[config.mk]
export PLATFORM = sky130hd
export DESIGN_NAME = pcm_player
export DESIGN_NICKNAME = d
export VERILOG_FILES = /design/src/sound_pkg.sv /design/src/pcm_player.sv
export SDC_FILE = /design/constraint.sdc
export NUM_CORES = 1
export LEC_CHECK = 0
export BUFFER_PORTS_ARGS = -buffer_cell sky130_fd_sc_hd__buf_2
export CAP_MARGIN = 25
export CELL_PAD_IN_SITES_DETAIL_PLACEMENT = 1
export CELL_PAD_IN_SITES_GLOBAL_PLACEMENT = 1
export CORE_MARGIN = 2
export CORE_UTILIZATION = 41
export DETAILED_ROUTE_END_ITERATION = 16
export PLACE_DENSITY_LB_ADDON = 0.1
export SETUP_SLACK_MARGIN = 0.02
export SYNTH_ARGS = -nofsm -noshare
export SYNTH_HDL_FRONTEND = slang
export SYNTH_SLANG_ARGS = --single-unit
[constraint.sdc]
create_clock -name clk -period 6.5 [get_ports clk]
set_input_delay 1.3 -clock clk [delete_from_list [all_inputs] [get_ports clk]]
set_output_delay 1.3 -clock clk [all_outputs]
set_load 0.02 [all_outputs]
[src/sound_pkg.sv]
// sound board definitions
package sound_pkg;

    localparam int ram_aw  = 11;  // 2 KB work RAM
    localparam int pcm_div = 4;   // cen_pcm pulses per sample

    typedef logic signed [11:0] sample_t;
    typedef logic [9:0]         psg_level_t;
    typedef logic [14:0]        pcm_addr_t;

    // memory region, addr[15:14]
    typedef enum logic [1:0] {
        region_rom,
        region_ram,
        region_ctl,
        region_latch
    } region_e;

    // control writes, addr[1:0]
    typedef enum logic [1:0] {
        ctl_pcm_set,
        ctl_pcm_ctl,
        ctl_gain,
        ctl_nmi_clr
    } ctl_reg_e;

    typedef enum logic [3:0] {
        psg_tone_a_lo = 4'd0,
        psg_tone_a_hi = 4'd1,
        psg_tone_b_lo = 4'd2,
        psg_tone_b_hi = 4'd3,
        psg_tone_c_lo = 4'd4,
        psg_tone_c_hi = 4'd5,
        psg_mixer     = 4'd7,
        psg_amp_a     = 4'd8,
        psg_amp_b     = 4'd9,
        psg_amp_c     = 4'd10,
        psg_port_a    = 4'd14,
        psg_port_b    = 4'd15
    } psg_reg_e;

    // OKI step sizes
    localparam logic [10:0] adpcm_step [0:48] = '{
        16, 17, 19, 21, 23, 25, 28, 31, 34, 37,
        41, 45, 50, 55, 60, 66, 73, 80, 88, 97,
        107, 118, 130, 143, 157, 173, 190, 209, 230, 253,
        279, 307, 337, 371, 408, 449, 494, 544, 598, 658,
        724, 796, 876, 963, 1060, 1166, 1282, 1411, 1552
    };

    localparam logic signed [4:0] adpcm_index_delta [0:7] = '{
        -1, -1, -1, -1, 2, 4, 6, 8
    };

endpackage
[src/pcm_player.sv]
// sample ROM player and gain
module pcm_player (
    input  logic                 clk,
    input  logic                 rst_n,
    input  logic                 pcm_set,
    input  logic                 pcm_en,
    input  logic [15:0]          start_addr,
    input  logic [3:0]           gain,
    input  logic                 vclk,
    input  sound_pkg::sample_t   sample,
    input  logic [7:0]           pcm_data,
    input  logic                 pcm_ok,
    output sound_pkg::pcm_addr_t pcm_addr,
    output logic [3:0]           nibble,
    output sound_pkg::sample_t   pcm
);

    logic               nibble_sel;  // low nibble second
    logic signed [5:0]  gain_mul;
    logic signed [16:0] scaled;

    // gain of 1..16 sixteenths
    assign gain_mul = $signed({2'b00, gain} + 6'd1);
    assign scaled   = sample * gain_mul;

    always_ff @(posedge clk) begin
        if (!rst_n) begin
            pcm_addr   <= '0;
            nibble_sel <= 1'b0;
        end else if (pcm_set) begin
            pcm_addr   <= start_addr[14:0];  // top bit not wired on the board
            nibble_sel <= 1'b0;
        end else if (!pcm_en) begin
            nibble_sel <= 1'b0;
        end else if (vclk) begin
            {pcm_addr, nibble_sel} <= {pcm_addr, nibble_sel} + 16'd1;
        end
    end

    // keeps the last nibble while the ROM is busy
    always_ff @(posedge clk) begin
        if (pcm_ok) begin
            nibble <= nibble_sel ? pcm_data[3:0] : pcm_data[7:4];
        end
    end

    always_ff @(posedge clk) begin
        if (!rst_n) begin
            pcm <= '0;
        end else begin
            pcm <= sound_pkg::sample_t'(scaled >>> 4);
        end
    end

endmodule

After elaboration in Yosys (flattened, before gate mapping). Cells that the tools add are included. Widths: inputs -> output; s select.

Register bits: 32. Logic and storage cells: 17. Bits of input ports: 46. Output and inout bits: 31.

Multipliers: 1. Add/subtract/negate cells: 2. Reductions and logical operators: 4. Multiplexer cells: 4. Bitwise operators: 2.

Operators with widths (count): $mux 15 (3); $add 16x1->16 const B (1); $mul 12x6->16 (1); $add 4x1->5 const B (1); $mux 4 (1); $reduce_bool 2->1 (2); $reduce_or 3->1 (1); $not 1->1 (2); $reduce_and 2->1 (1).

Logic depth before layout (Yosys ltp).
Depth after elaboration: 4. Gate-level depth with buffers: 17. Mapped depth without buffers: 16.

Worst setup path after synthesis. Ideal clock, no wire load.

Path kind: input to register. Start: input gain[0]. End: register pcm[11]. Path slack: 1.332 ns. Buffers on the path: 1. Required time: 6.385 ns. Setup time: 0.115 ns. Stages on the path: 16. Arrival: 5.054 ns. Cells stage by stage: ha_1 xor2_1 clkbuf_1 and2_1 fa_1 inv_1 fa_1 fa_1 inv_1 ha_1 nor2b_4 o31a_4 o41ai_4 o311ai_2 xnor3_1 and2_1.

Word-level cells in the longest chain between the ends: 2.

Ends and longest elaborated chain: start, declared (line pcm_player.sv:8) `input logic [3:0] gain,`; $add 4x1->5 (line pcm_player.sv:23) `assign gain_mul = $signed({2'b00, gain} + 6'd1);`; $mul 12x6->16 (line pcm_player.sv:24) `assign scaled = sample * gain_mul;`; end signal, assigned (line pcm_player.sv:51) `pcm <= sound_pkg::sample_t'(scaled >>> 4);`; end, declared (line pcm_player.sv:15) `output sound_pkg::sample_t pcm`.

Every way passes these cells. A chain may end at the register's enable or synchronous reset.

Worst setup path after layout. Same ends and word-level chain as after synthesis.

==> run_results.csv <==
group,metric,value,unit
global_route,aggregate_global_route_resource_usage,0.185,
synthesis,yosysUniqueCellTypes,43,
global_route,grt_first_pass_wirelength,13.2,mm
pwr,power.total,958,uW
worst_setup_path,arrival,5450,ps
synthesis,synthCells,382,
pwr,p_per_area,242,nW/um^2
global_route,grt_pass1_vias,2893,
synthesis,muxShareOfSynthArea,0.0281,
placement,dp_hpwl,6.57,mm
pwr,netSwitchingFraction,0.412,
worst_setup_path,critical_path.endpoint_type,"flop",
floorplanning,die_width,94.8,um
routing,routedWlPerCell,13.8,um
job,cap_violations,0,
synthesis,synth.top_cells.by_area,"sky130_fd_sc_hd__fa_1, sky130_fd_sc_hd__dfxtp_1, sky130_fd_sc_hd__ha_1, sky130_fd_sc_hd__inv_1, sky130_fd_sc_hd__xnor2_1",
pwr,worst_ir_drop_on_vdd,70.0,uV
floorplanning,initial_utilization,0.417,
cts,clkLatencyLatePin,290,ps
routing,drc_errors,0,
synthesis,synth_edf_count,4,
timing,timing.fmax,190,MHz
timing,skew,6.10,ps
routing,totalWireLength,7.73,mm
placement,portBuffers,75,
pwr,share_seq_of_total_power,0.268,
synthesis,synthesis.nets,489,
floorplanning,core_region_area,8090,um^2
cts,cts_made_buffers,5,
worst_setup_path,timing.critical_path.required,6680,ps
placement,dpl_worst_slack,905,ps
cts,cts.repair_timing.setup_buffer_count,0,
timing,tns,0,ps
pwr,power.internal,564,uW
floorplanning,num_rows,33,
synthesis,synth_compound_area_frac,0.0878,
synthesis,yosysSeqAreaShare,0.201,
global_route,grt_util_met2,0.348,
floorplanning,top_level_ports,77,
pwr,leak,1.97,nW
cts,clock_tree_from_tritoncts,"built",
pwr,comb_power_share,0.566,
synthesis,most_used_flip_flop_cell_after_synthesis,"sky130_fd_sc_hd__dfxtp_1",
layout,number_of_antenna_cells_inserted,0,
cts,ctsHtreeMaxLevel,2,
layout,instances_no_fill,562,
routing,route.antenna.remaining_nets,0,
cts,cts_num_sinks,32,
global_route,grt_overflow_total,0,
layout,layout.nets,563,
placement,placedCellCount,554,
synthesis,async_flop_share,0,
routing,firstDrtPassIters,4,
timing,final_hold_violations,0,
cts,postCtsHoldBufs,0,
global_route,grt-busiest-layer,"met2",
pwr,switching_power,395,uW
cts,ctsRootBufferMaster,"sky130_fd_sc_hd__clkbuf_8",
cts,clockBufferDepth,2,
timing,setup_repair_after_global_routing_missed_its_margin,"no",
pwr,p_clk_frac,0.165,
floorplanning,die_height,94.8,um
worst_setup_path,path_class,"primary input to flop",
timing,timing.final.setup_violations,0,
timing,post-route-period-util,0.811,
global_route,maximum_number_of_pins_on_one_net_before_global_route_repair,22,
worst_hold_path,hold_class,"flop to flop",
synthesis,post_synth_fa_ha_maj_area_fraction,0.301,
timing,final.setup.worst_slack,1230,ps
synthesis,post-synth-top-area-cell,"sky130_fd_sc_hd__fa_1",
synthesis,synthesis.area_per_instance,8.84,um^2
routing,detailroute.via_count,2704,
status,run_status,"finished clean",
synthesis,post-synth-top-area-fraction,0.201,
layout,area_delta_synth_final,17.0,%
timing,post-route-min-period,5270,ps
worst_setup_path,worst-path-max-fanout,14,
global_route,grt_util_met3,0.0215,
layout,drive_above_1_share,0.212,
cts,cts_resized,0,
timing,timing_worst_slew_pin_value,705,ps
global_route,initial_antenna_violation_count,0,
synthesis,yosysWarnings,0,
placement,globalplace.congestion,0.771,
global_route,grtUsageMet1,0.222,
synthesis,register_bit_count_reported_by_yosys,32,
routing,drt_first_iter_violations,44,
timing,timing.slew.headroom,0.529,
timing,maxSlewViolCount,0,
worst_setup_path,critical_path.startpoint_type,"primary input",
synthesis,dominant_combinational_cell_family_by_area_after_synthesis,"adder cells",
synthesis,syn_area,3380,um^2
cts,clk_transition_reported_paths,70,ps
floorplanning,die-area,8980,um^2
routing,via_per_inst,4.81,
synthesis,yosys.area_share.simple,0.217,
synthesis,synth_xor_area_frac,0.0793,
## synthesized netlist by cell type, types with 2 or more instances
| cell | instances |
|---|---|
| sky130_fd_sc_hd__o21a_1 | 2 |
| sky130_fd_sc_hd__nand3_1 | 11 |
| sky130_fd_sc_hd__a211oi_1 | 2 |
| sky130_fd_sc_hd__nor2b_1 | 19 |
| sky130_fd_sc_hd__mux2_2 | 4 |
| sky130_fd_sc_hd__a31oi_1 | 2 |
| sky130_fd_sc_hd__xnor2_1 | 20 |
| sky130_fd_sc_hd__ha_1 | 27 |
| sky130_fd_sc_hd__o21bai_1 | 2 |
| sky130_fd_sc_hd__and2_1 | 27 |
| sky130_fd_sc_hd__a21oi_1 | 14 |
| sky130_fd_sc_hd__a21o_1 | 5 |
| sky130_fd_sc_hd__nand2b_1 | 6 |
| sky130_fd_sc_hd__inv_1 | 66 |
| sky130_fd_sc_hd__nor3_1 | 6 |
| sky130_fd_sc_hd__dfxtp_1 | 28 |
| sky130_fd_sc_hd__edfxtp_1 | 4 |
| sky130_fd_sc_hd__and4_1 | 3 |
| sky130_fd_sc_hd__o21ai_0 | 9 |
| sky130_fd_sc_hd__nand4_1 | 4 |
| sky130_fd_sc_hd__xor2_1 | 8 |
| sky130_fd_sc_hd__nor2_1 | 29 |
| sky130_fd_sc_hd__mux2i_1 | 5 |
| sky130_fd_sc_hd__nand2_1 | 19 |
| sky130_fd_sc_hd__clkbuf_1 | 9 |
| sky130_fd_sc_hd__fa_1 | 34 |
## area by class of cell
cell class / instances / area (um^2)
Multi-Input combinational cell: 274 / 2410
Timing Repair Buffer: 77 / 390
Fill cell: 1008 / 4140
Tap cell: 105 / 131
Inverter: 66 / 248
Sequential cell: 32 / 681
Clock buffer: 8 / 90.1
## worst paths after layout
| kind | from | endpoint | slack [ps] | depth (start not counted) |
|---|---|---|---|---|
| setup reg to reg | nibble_sel | pcm_addr[13] | 4750 | 5 |
| setup / recovery | gain[0] | pcm[11] | 1230 | 17 |
| hold reg to reg | pcm_addr[14] | pcm_addr[14] | 570 | 2 |
| hold / removal | pcm_addr[14] | pcm_addr[14] | 570 | 2 |
## per-stage QoR
step,cell area [um^2],utilization,hold WS [ps]
after floorplan,3380,-,642
after global placement,3860,0.477,569
after detailed placement,3860,0.477,556
after CTS,3950,0.488,575
after global routing,3950,0.488,668
final,3950,0.488,569
## placed cells by master (no fill, tap or decap), types with 9 or more instances in the layout
| master | n |
|---|---|
| sky130_fd_sc_hd__a21oi_1 | 14 |
| sky130_fd_sc_hd__and2_1 | 27 |
| sky130_fd_sc_hd__buf_2 | 75 |
| sky130_fd_sc_hd__dfxtp_1 | 28 |
| sky130_fd_sc_hd__fa_1 | 34 |
| sky130_fd_sc_hd__ha_1 | 27 |
| sky130_fd_sc_hd__inv_1 | 66 |
| sky130_fd_sc_hd__nand2_1 | 19 |
| sky130_fd_sc_hd__nand3_1 | 11 |
| sky130_fd_sc_hd__nor2_1 | 29 |
| sky130_fd_sc_hd__nor2b_1 | 19 |
| sky130_fd_sc_hd__o21ai_0 | 9 |
| sky130_fd_sc_hd__xnor2_1 | 20 |
## registers in the layout, summed over array words and instances (netlist names)
name and count:
nibble 4, nibble_sel 1, pcm 12, pcm_addr 15
## power by group through the flow
| stage | clock network [mW] | registers [mW] | logic [mW] |
|---|---|---|---|
| after CTS | 0.162 | 0.259 | 0.555 |
| after detailed placement | 0 | 0.263 | 0.551 |
| after global routing | 0.172 | 0.261 | 0.620 |
| final | 0.158 | 0.257 | 0.543 |
| after floorplan | 0 | 0.313 | 0.357 |
| after global placement | 0 | 0.260 | 0.533 |
## per-layer routing
metal	share of wire	wire length, um	vias up
li1	-	-	1352
met1	0.43	3360	1290
met2	0.52	3980	56
met3	0.038	296	6
met4	0.012	90	0
met5	0	0	-
## worst max-delay path: stages
cell,delay [ps]
sky130_fd_sc_hd__buf_2,180
sky130_fd_sc_hd__ha_1,240
sky130_fd_sc_hd__xor2_1,160
sky130_fd_sc_hd__buf_4,170
sky130_fd_sc_hd__and2_1,180
sky130_fd_sc_hd__fa_1,530
sky130_fd_sc_hd__inv_1,50
sky130_fd_sc_hd__fa_1,460
sky130_fd_sc_hd__fa_1,540
sky130_fd_sc_hd__inv_1,40
sky130_fd_sc_hd__ha_1,330
sky130_fd_sc_hd__nor2b_4,150
sky130_fd_sc_hd__o31a_4,300
sky130_fd_sc_hd__o41ai_4,310
sky130_fd_sc_hd__o311ai_2,150
sky130_fd_sc_hd__xnor3_1,190
sky130_fd_sc_hd__and2_1,160
## cells by family (layout without fill, tap and decap cells)
kind of cell / count (synthesis) / count (layout)
adders and majority gates: 61 / 61
muxes: 9 / 9
xor gates and xnor gates: 29 / 29
AOI/OAI and AO/OA: 42 / 42
DFF: 32 / 32
buffers and inverters: 76 / 151
and+or+nand+nor: 133 / 133
Power figures use the tool's default switching activity.
