## config.mk

```make
export PLATFORM = sky130hd
export DESIGN_NAME = adpcm_decoder
export DESIGN_NICKNAME = d
export VERILOG_FILES = /design/src/sound_pkg.sv /design/src/adpcm_decoder.sv
export SDC_FILE = /design/constraint.sdc
export NUM_CORES = 1
export LEC_CHECK = 0
export BUFFER_PORTS_ARGS = -buffer_cell sky130_fd_sc_hd__buf_2
export CAP_MARGIN = 25
export CORE_ASPECT_RATIO = 0.8
export CORE_MARGIN = 5
export CORE_UTILIZATION = 59
export CTS_CLUSTER_DIAMETER = 100
export DETAILED_ROUTE_END_ITERATION = 10
export HOLD_SLACK_MARGIN = 0.08
export MAX_ROUTING_LAYER = met4
export PLACE_DENSITY = 0.81
export SYNTH_ARGS = -nofsm -noshare
export SYNTH_HDL_FRONTEND = slang
export SYNTH_SLANG_ARGS = --single-unit
```

## constraint.sdc

```tcl
create_clock -name clk -period 10.2 [get_ports clk]
set_input_delay 1.02 -clock clk [delete_from_list [all_inputs] [get_ports clk]]
set_output_delay 1.02 -clock clk [all_outputs]
set_load 0.01 [all_outputs]
```

## src/sound_pkg.sv

```systemverilog
// sound board definitions
package sound_pkg;

    localparam int ram_aw  = 11;  // 2 KB work RAM
    localparam int pcm_div = 4;   // cen_pcm pulses per sample

    typedef logic signed [11:0] sample_t;
    typedef logic [9:0]         psg_level_t;
    typedef logic [14:0]        pcm_addr_t;

    // memory region, addr[15:14]
    typedef enum logic [1:0] {
        region_rom,
        region_ram,
        region_ctl,
        region_latch
    } region_e;

    // control writes, addr[1:0]
    typedef enum logic [1:0] {
        ctl_pcm_set,
        ctl_pcm_ctl,
        ctl_gain,
        ctl_nmi_clr
    } ctl_reg_e;

    typedef enum logic [3:0] {
        psg_tone_a_lo = 4'd0,
        psg_tone_a_hi = 4'd1,
        psg_tone_b_lo = 4'd2,
        psg_tone_b_hi = 4'd3,
        psg_tone_c_lo = 4'd4,
        psg_tone_c_hi = 4'd5,
        psg_mixer     = 4'd7,
        psg_amp_a     = 4'd8,
        psg_amp_b     = 4'd9,
        psg_amp_c     = 4'd10,
        psg_port_a    = 4'd14,
        psg_port_b    = 4'd15
    } psg_reg_e;

    // OKI step sizes
    localparam logic [10:0] adpcm_step [0:48] = '{
        16, 17, 19, 21, 23, 25, 28, 31, 34, 37,
        41, 45, 50, 55, 60, 66, 73, 80, 88, 97,
        107, 118, 130, 143, 157, 173, 190, 209, 230, 253,
        279, 307, 337, 371, 408, 449, 494, 544, 598, 658,
        724, 796, 876, 963, 1060, 1166, 1282, 1411, 1552
    };

    localparam logic signed [4:0] adpcm_index_delta [0:7] = '{
        -1, -1, -1, -1, 2, 4, 6, 8
    };

endpackage
```

## src/adpcm_decoder.sv

```systemverilog
// OKI ADPCM decoder
module adpcm_decoder (
    input  logic               clk,
    input  logic               rst_n,
    input  logic               cen,
    input  logic               en,
    input  logic [3:0]         nibble,
    output logic               vclk,
    output sound_pkg::sample_t sample
);

    logic [$clog2(sound_pkg::pcm_div)-1:0] div_cnt;
    logic [5:0]                            index;
    logic [10:0]                           step;
    logic [12:0]                           diff;
    logic signed [13:0]                    diff_s;
    logic signed [13:0]                    sum;
    logic signed [6:0]                     index_sum;
    logic [5:0]                            index_nx;
    sound_pkg::sample_t                    signal;
    sound_pkg::sample_t                    signal_nx;

    // last pulse of each group
    assign vclk = en & cen & (int'(div_cnt) == sound_pkg::pcm_div - 1);
    assign step = sound_pkg::adpcm_step[index];

    always_comb begin
        diff = 13'(step >> 3);
        if (nibble[2]) diff = diff + 13'(step);
        if (nibble[1]) diff = diff + 13'(step >> 1);
        if (nibble[0]) diff = diff + 13'(step >> 2);
    end

    assign diff_s = $signed({1'b0, diff});
    assign sum    = nibble[3] ? signal - diff_s : signal + diff_s;

    // clip to 12 bits
    always_comb begin
        if (sum > 14'sd2047) begin
            signal_nx = 12'sd2047;
        end else if (sum < -14'sd2048) begin
            signal_nx = -12'sd2048;
        end else begin
            signal_nx = sum[11:0];
        end
    end

    assign index_sum = $signed({1'b0, index}) + sound_pkg::adpcm_index_delta[nibble[2:0]];

    always_comb begin
        if (index_sum < 7'sd0) begin
            index_nx = 6'd0;
        end else if (index_sum > 7'sd48) begin
            index_nx = 6'd48;  // top of the step table
        end else begin
            index_nx = index_sum[5:0];
        end
    end

    // en low keeps the decoder cleared
    always_ff @(posedge clk) begin
        if (!rst_n || !en) begin
            div_cnt <= '0;
            signal  <= '0;
            index   <= 6'd0;
        end else begin
            if (cen) div_cnt <= vclk ? '0 : div_cnt + 1'b1;
            if (vclk) begin
                signal <= signal_nx;
                index  <= index_nx;
            end
        end
    end

    assign sample = signal;

endmodule

```

# Word-level counts from Yosys, hierarchy flattened
# Memory sizes are Yosys's and may differ from the RTL's.
# Index checks and enable logic that the tools add are counted.
word_totals:
  regBits: 20
  latchBits: 0
  ramBits: 0
  mem_bits_ro: 744
  inputBits: 8
  wordCells: 39
  memories: 2
op_classes:
  add_sub_neg: 7
  n_mul: 0
  div_mod_pow: 0
  order_cmp: 6
  eq_ne: 1
  shift: 0
  n_mux: 13
  n_bitwise: 4
  n_reduce_logical: 3
mem_list:
  columns: ["name", "words", "width", "rd", "rd_ports_with_merged_regs", "wr", "line_no", "text"]
  rows:
  - ["(name not given)", 64, 11, 1, 0, 0, "adpcm_decoder.sv:25", "assign step = sound_pkg::adpcm_step[index];"]
  - ["(name not given)", 8, 5, 1, 0, 0, "adpcm_decoder.sv:48", "assign index_sum = $signed({1'b0, index}) + sound_pkg::adpcm_index_delta[nibble[2:0]];"]
ops:
  columns: ["operator", "count"]
  rows:
  - ["$mux 13", 3]
  - ["$mux 12", 2]
  - ["$mux 11", 2]
  - ["$add 12x14->14", 1]
  - ["$gt 14x12->1 const B", 1]
  - ["$lt 14x12->1 const B", 1]
  - ["$mux 14", 1]
  - ["$sub 12x14->14", 1]
  - ["$add 13x10->13", 1]
  - ["$add 13x9->13", 1]
  - ["$add 8x11->12", 1]
  - ["$mux 6", 2]
  - ["$mux 5", 2]
  - ["$add 7x5->7", 1]
  - ["$ge 7x7->1 const B", 1]
  - ["$gt 7x7->1 const B", 1]
  - ["$lt 7x1->1 const B", 1]
  - ["$not 6->7", 1]
  - ["$ge 4x4->1 const B", 1]
  - ["$not 3->4", 1]
  - ["$add 2x1->2 const B", 1]
  - ["$and 1x1->1", 2]
  - ["$eq 2x1->1 const B", 1]
  - ["$logic_not 1->1", 2]
  - ["other kinds (2)", 2]

# Depth between registers and ports, before layout
# Gate-level depths: netlist of run 1.
logic_depth:
  depth_word: 15
  mapped_depth: 48

# Least setup slack after synthesis of run 1
# No wires, ideal clock.
synth_timing:
  path_kind: "register to register"
  startpoint: "register index[1]"
  endpoint: "register signal[1], in the netlist sample[1]"
  t_arrival_ps: 9506
  required_ps: 10066
  path_slack_ps: 560
  path_stages_with_launch: 44
  n_path_buf: 2
  period_less_slack_ps: 9640
  path_cell_list: "dfxtp_1 -> clkbuf_1 -> inv_1 -> ha_1 -> mux4_2 -> o21ai_1 -> a21o_1 -> nand2_2 -> ha_1 -> fa_1 -> and2_1 -> nand2_1 -> nor3_1 -> mux2i_1 -> nand2_1 -> a211oi_1 -> xnor2_1 -> a21o_1 -> [8 not listed] -> ha_1 -> and3_1 -> a311oi_1 -> a21o_1 -> or3_1 -> o2111ai_2 -> o21ai_0 -> xor2_1 -> ha_1 -> or3_1 -> or3_1 -> and2_1 -> a311oi_1 -> nand4b_1 -> or4_4 -> buf_6 -> nand4_1 -> a31oi_1"
synth_via:
  elab_chain_cells: 15
synth_rtl:
  columns: ["element", "line_no", "text"]
  rows:
  - ["start, declared", "adpcm_decoder.sv:13", "logic [5:0] index;"]
  - ["start signal, assigned", "adpcm_decoder.sv:70", "index <= index_nx;"]
  - ["$not 6->7 (implied by the code) *", "adpcm_decoder.sv:25", null]
  - ["$mem_v2 64x11 *", null, null]
  - ["$mux 11 (implied by the code) * (2 in series)", "adpcm_decoder.sv:25", null]
  - ["$add 8x11->12", "adpcm_decoder.sv:29", "if (nibble[2]) diff = diff + 13'(step);"]
  - ["$mux 13", "adpcm_decoder.sv:29", null]
  - ["$add 13x10->13", "adpcm_decoder.sv:30", "if (nibble[1]) diff = diff + 13'(step >> 1);"]
  - ["$mux 13", "adpcm_decoder.sv:30", null]
  - ["$add 13x9->13", "adpcm_decoder.sv:31", "if (nibble[0]) diff = diff + 13'(step >> 2);"]
  - ["$mux 13 *", "adpcm_decoder.sv:31", null]
  - ["$add 12x14->14 / $sub 12x14->14 (equally long branches)", "adpcm_decoder.sv:35", "assign sum = nibble[3] ? signal - diff_s : signal + diff_s;"]
  - ["$mux 14 *", "adpcm_decoder.sv:35", null]
  - ["$lt 14x12->1", "adpcm_decoder.sv:41", "end else if (sum < -14'sd2048) begin"]
  - ["$mux 12", "adpcm_decoder.sv:41", null]
  - ["$mux 12 *", "adpcm_decoder.sv:39", "if (sum > 14'sd2047) begin"]
  - ["end signal, assigned", "adpcm_decoder.sv:69", "signal <= signal_nx;"]
  - ["end, declared", "adpcm_decoder.sv:20", "sound_pkg::sample_t signal;"]
# Every way passes the cells marked *; elsewhere a longest branch is shown, timed or not. The select of a mux whose other input is x is not followed.
# A chain may end at the register's enable or synchronous reset.

# Worst setup path after layout of run 1
layout_timing:
  startpoint: "register index[0]"
  endpoint: "register signal[1], in the netlist sample[1]"
# The elaborated chain is that of the path after synthesis.

==> results of run 1 <==
==> cell usage after synthesis, drive strengths merged, types with 12 or more instances <==
library cell | count | share of area [%]
xnor2 | 27 | 4.7
nor3 | 20 | 2.2
nand2 | 44 | 3.4
inv | 30 | 2.3
xor2 | 18 | 3.2
dfxtp | 20 | 8.0
and2 | 12 | 1.5
nand2b | 18 | 2.3
a31oi | 19 | 2.4
a21oi | 56 | 5.6
ha | 56 | 14
a21o | 15 | 2.3
nor2 | 50 | 3.8
a211oi | 12 | 2.0
nand4 | 14 | 1.8
clkbuf | 20 | 1.5
buf | 16 | 2.0
o21ai | 50 | 5.1
mux2i | 18 | 3.6
nand3 | 19 | 1.9
==> repair_timing <==
item / 4_1_cts / 5_1_grt
cloned: 0 / 1
gates resized for setup: 3 / 24
setup endpoints to repair: 11 / 12
hold endpoints to repair: 0 / 0
setup buffers: 0 / 6
pin swaps: 0 / 11
==> cells by family (layout without fill, tap and decap cells) <==
group	after synthesis	after routing	synth area share, %
multiplexers	27	27	5.85
flip-flops	20	20	8.00
buffers and inverters	68	80	5.85
adder cells (fa/ha/maj)	60	60	15.6
AND/OR/NAND/NOR	238	239	26.0
XOR/XNOR	45	45	7.88
AO/OA/AOI/OAI	233	233	30.8
==> worst paths after layout <==
check                                 from         end  slack, ns  cells after the start
worst max register to register    index[0]   sample[1]       0.46                     42
worst min-delay path            div_cnt[1]  div_cnt[1]       0.51                      2
worst min register to register  div_cnt[1]  div_cnt[1]       0.51                      2
worst max-delay path              index[0]   sample[1]       0.46                     42
==> state kept, by name, indices dropped and copies added (netlist names) <==
signal   cells
index        6
div_cnt      2
sample      12
==> power by group through the flow <==
stage | clock, µW | combinational, µW | sequential, µW
floorplan | 0 | 68.7 | 80.3
global placement | 0 | 84.7 | 80.4
detailed placement | 0 | 87.6 | 80.4
CTS | 82.0 | 88.9 | 78.5
global route | 86.0 | 103 | 78.6
finish | 82.9 | 94.5 | 78.5
==> metal layers <==
layer,global-route usage (%),vias up
met5,-,-
met4,5.51,0
met3,2.29,22
met2,43.4,309
met1,39.8,2547
li1,-,2636
==> critical path, delay by kind of cell, from the launching register on <==
family | cells | cell delay (ns)
fa+ha+maj | 6 | 1.93
simple gates | 18 | 3.70
flops | 1 | 0.32
compound gates | 11 | 2.17
buf+inv | 1 | 0.13
xor+xnor | 3 | 0.34
mux | 3 | 1.01
==> final cells by class <==
type | count | area (µm²)
Sequential cell | 20 | 403
Tap cell | 112 | 140
Timing Repair Buffer | 44 | 280
Fill cell | 719 | 2920
Inverter | 32 | 120
Clock inverter | 1 | 30.0
Multi-Input combinational cell | 604 | 4440
Clock buffer | 3 | 41.3
==> stage by stage <==
stage,worst slack (ns),hold WS (ns),power [µW]
after floorplan,0.560,0.465,149
after global placement,-0.0515,0.478,165
after detailed placement,-0.207,0.492,168
after CTS,0.0734,0.512,249
after global routing,-0.0666,0.551,268
final,0.461,0.506,256
==> impl_metrics.yaml, run 1 <==
run_status:
  status: "complete, no violations"
synth:
  ys_seq_elements: 20
  synth_warnings: 0
  seq_area_frac_synth_pct: 8.00
  synth-async-reset-ratio_pct: 0
  synth_area_um2: 5000
  synthCells: 691
  avgSynthCellArea_um2: 7.24
  synth-main-ff-cell: "dfxtp_1"
  yosys.cell_types.count: 81
  synth_edf_count: 0
  syn-num-nets: 759
timing:
  fin_tns_setup_ns: 0
  slew_headroom_pct: 44.8
  drv_slew: 0
  fmax_mhz: 103
  worstMarginPinSlew_ns: 0.818
  finalHoldViolations: 0
  setup_viol: 0
  skew_ns: 0.00478
  fin_crit_ns: 9.74
  finalCritPeriodShare_pct: 95.5
finish:
  drive_gt1_share_pct: 13.9
  finalNetCount: 773
  layout.cells.non_filler: 816
  utilization_pct: 65.2
  final_cell_area_um2: 5460
  n_antenna_cell: 0
  final_cell_mix: "a21oi_1 (55), ha_1 (55), nor2_1 (50)"
  area_delta_synth_final_pct: 9.05
clock_network:
  clkLatencyLatePin_ns: 0.27
  hold_buffers: 0
  numCtsBuffers: 3
  cts.path.max_buffers: 2
  cts-root-buf: "clkbuf_8"
  h-tree-depth: 1
  clk_pin_slew_ns: 0.09
  cts_tree: "done"
  clock_sinks: 20
global_routing:
  antenna_found_initial: 0
  track_usage_pct: 27.9
  grt.overflow.total: 0
  grt_pass1_vias: 5008
  grt_max_degree: 30
  grt_pass1_wl_um: 24100
power_and_ir_drop:
  power_density_nw_per_um2: 46.9
  p_leak_uw: 0.00233
  vdd_drop_max_v: 0.0000719
  swShare_pct: 34.3
  clockPowerShare_pct: 32.4
  p_seq_share_pct: 30.7
  power.internal_uw: 168
  combinationalPowerShare_pct: 36.9
  switchingPower_uw: 87.7
floorplan:
  die_w_um: 113
  num_rows: 30
  ios: 21
  die_area_um2: 10400
  fp.coreArea_um2: 8370
  initial_core_util_pct: 59.8
  die_h_um: 92.4
setup_path:
  start_kind: "flip-flop"
  crit_required_ns: 10.33
  cp_data_arrival_time_ns: 9.87
  cp-end-kind: "flip-flop"
  cpPeakStageDelay_ns: 0.64
  critPathKind: "flip-flop to flip-flop"
  critPathSlowestCell: "or4_4"
  crit_fanout: 7
place:
  place.gp.congestion: 0.995
  dp.cells: 805
  io_buffer_count: 20
  placed_area_um2: 5200
  dp_hpwl_um: 11200
run:
  cap_violations: 0
drt:
  viasPerCell: 6.76
  wl_um: 15100
  wl_met1_um: 6810
  routedWlPerCell_um: 18.5
  first_pass_iters: 6
  wl_met3_um: 1380
  wl_met2_um: 6680
  ant_nets: 0
  drc: 0
  drt_iter0_drc: 678
  num_vias: 5514
  top_layer: "met4"
hold_path:
  hp-class: "flip-flop to flip-flop"
Note: power is estimated with default switching activity, not from simulation.
==> run 2: changes to the inputs <==
Settings changed: CORE_UTILIZATION 59 to 55, PLACE_DENSITY 0.81 to 0.76.
==> run 2 against run 1 <==
Worst hold slack lost 0.0039 ns. Clock skew decreased by 0.00092 ns. Setup slack improved by 0.15 ns. Cell area decreased by 0.80%. Cell count up 0.37%. Register-to-register slack better by 0.15 ns. Non-clock buffer count rose by 1. Clock power grew 34%. Total power is 11% higher.
==> impl_metrics.yaml, run 2 (same netlist as run 1, synthesis figures left out) <==
run_status:
  status: "complete, no violations"
global_routing:
  grt_max_degree: 33
  track_usage_pct: 27.5
  grt.overflow.total: 0
  grt_pass1_vias: 4974
  antenna_found_initial: 0
  grt_pass1_wl_um: 24300
place:
  dp_hpwl_um: 11300
  dp_slack_ns: 0.271
  io_buffer_count: 20
  placed_area_um2: 5250
  place.gp.congestion: 0.971
clock_network:
  clk_pin_slew_ns: 0.06
  cts.path.max_buffers: 2
  h-tree-depth: 1
  hold_buffers: 0
  clkLatencyLatePin_ns: 0.26
  cts_tree: "done"
  clock_sinks: 20
  numCtsBuffers: 3
  cts-root-buf: "clkbuf_16"
finish:
  n_antenna_cell: 0
  final_cell_mix: "a21oi_1 (55), ha_1 (55), nor2_1 (50)"
  utilization_pct: 60.4
  final_cell_area_um2: 5410
  finalNetCount: 773
  area_delta_synth_final_pct: 8.18
  drive_gt1_share_pct: 12.6
  largest_register_ffs: 12
run:
  cap_violations: 0
floorplan:
  ios: 21
  die_h_um: 95.3
  num_rows: 31
  initial_core_util_pct: 55.8
  die_w_um: 117
  fp.coreArea_um2: 8960
  die_area_um2: 11100
drt:
  drc: 0
  routedWlPerCell_um: 18.0
  ant_nets: 0
  first_pass_iters: 5
  drt_iter0_drc: 582
  viasPerCell: 6.56
  num_vias: 5369
  wl_um: 14700
setup_path:
  reg2reg_slack_ns: 0.61
  cp_data_arrival_time_ns: 9.71
  rr_worst_depth: 45
  start_kind: "flip-flop"
  critPathSlowestCell: "mux4_2"
  cp-end-kind: "flip-flop"
  reg2reg_from: "index[1]"
  critPathKind: "flip-flop to flip-flop"
  cpPeakStageDelay_ns: 0.51
  endpoint: "sample[7]"
  setup.worst_path.start: "index[1]"
  crit_fanout: 7
  rr_endpoint: "sample[7]"
  crit_required_ns: 10.32
timing:
  setup_viol: 0
  skew_ns: 0.00386
  worst_slack_ns: 0.615
  drv_slew: 0
  fmax_mhz: 104
  fin_crit_ns: 9.59
  finalHoldViolations: 0
  finalCritPeriodShare_pct: 94.0
  slew_headroom_pct: 53.6
  worstMarginPinSlew_ns: 0.695
power_and_ir_drop:
  p_leak_uw: 0.00233
  power_density_nw_per_um2: 52.3
  vdd_drop_max_v: 0.0000811
  p_total_uw: 283
hold_path:
  hp-class: "flip-flop to flip-flop"
-- run 2: changes by cell type in the layout (fill, tap and decap cells not counted), sizes merged --
cell  change
buf       +1
or4       -1
-- run 2: routing by layer --
metal  GRT usage [%]  wire length (µm)
met3            1.65              1020
met5               -                 0
met4            6.11               202
met1            38.9              6930
met2            43.1              6580
-- run 2: per-stage QoR --
stage / hold slack, ns / TNS, ns / instances
floorplan: 0.465 / 0 / 691
global placement: 0.481 / 0 / 810
finish: 0.502 / 0 / 819
CTS: 0.505 / 0 / 816
detailed placement: 0.487 / 0 / 812
global route: 0.542 / -0.0180 / 819
-- run 2: critical path, delay by kind of cell (launching register included) --
family                   cells  cell delay [ns]
AO/OA/AOI/OAI               14             2.63
flip-flops                   1             0.31
buffers and inverters        4             0.70
XOR/XNOR                     3             0.36
AND/OR/NAND/NOR             15             2.57
multiplexers                 3             1.01
adder cells (fa/ha/maj)      6             1.88
-- run 2: report_power, final --
group	switching, µW	internal [µW]	total (µW)
logic	55.8	37.4	93.2
registers	0.250	78.4	78.7
clock network	33.1	78.0	111
total	89.2	194	283
-- run 2: worst min-delay path by stage --
stage                            end  cells past startpoint       start
after detailed placement  div_cnt[1]                      2  div_cnt[1]
final                     div_cnt[1]                      2  div_cnt[1]
after global placement    div_cnt[1]                      2  div_cnt[1]
after CTS                 div_cnt[1]                      2  div_cnt[1]
after global routing      div_cnt[1]                      2  div_cnt[1]
after floorplan           div_cnt[1]                      2  div_cnt[1]
-- run 2: timing repair --
item                                    CTS  global route
endpoints found under the setup margin    0            11
setup buffers                             0             3
gates resized for setup                   0            11
-- run 2: layout make-up --
cell class / count / area, µm²
sequential: 20 / 400
fill: 808 / 3550
multi-input combinational: 603 / 4350
clock buffer: 3 / 75.1
tap: 115 / 144
clock inverter: 1 / 30.0
timing repair buffer: 45 / 295
inverter: 32 / 120
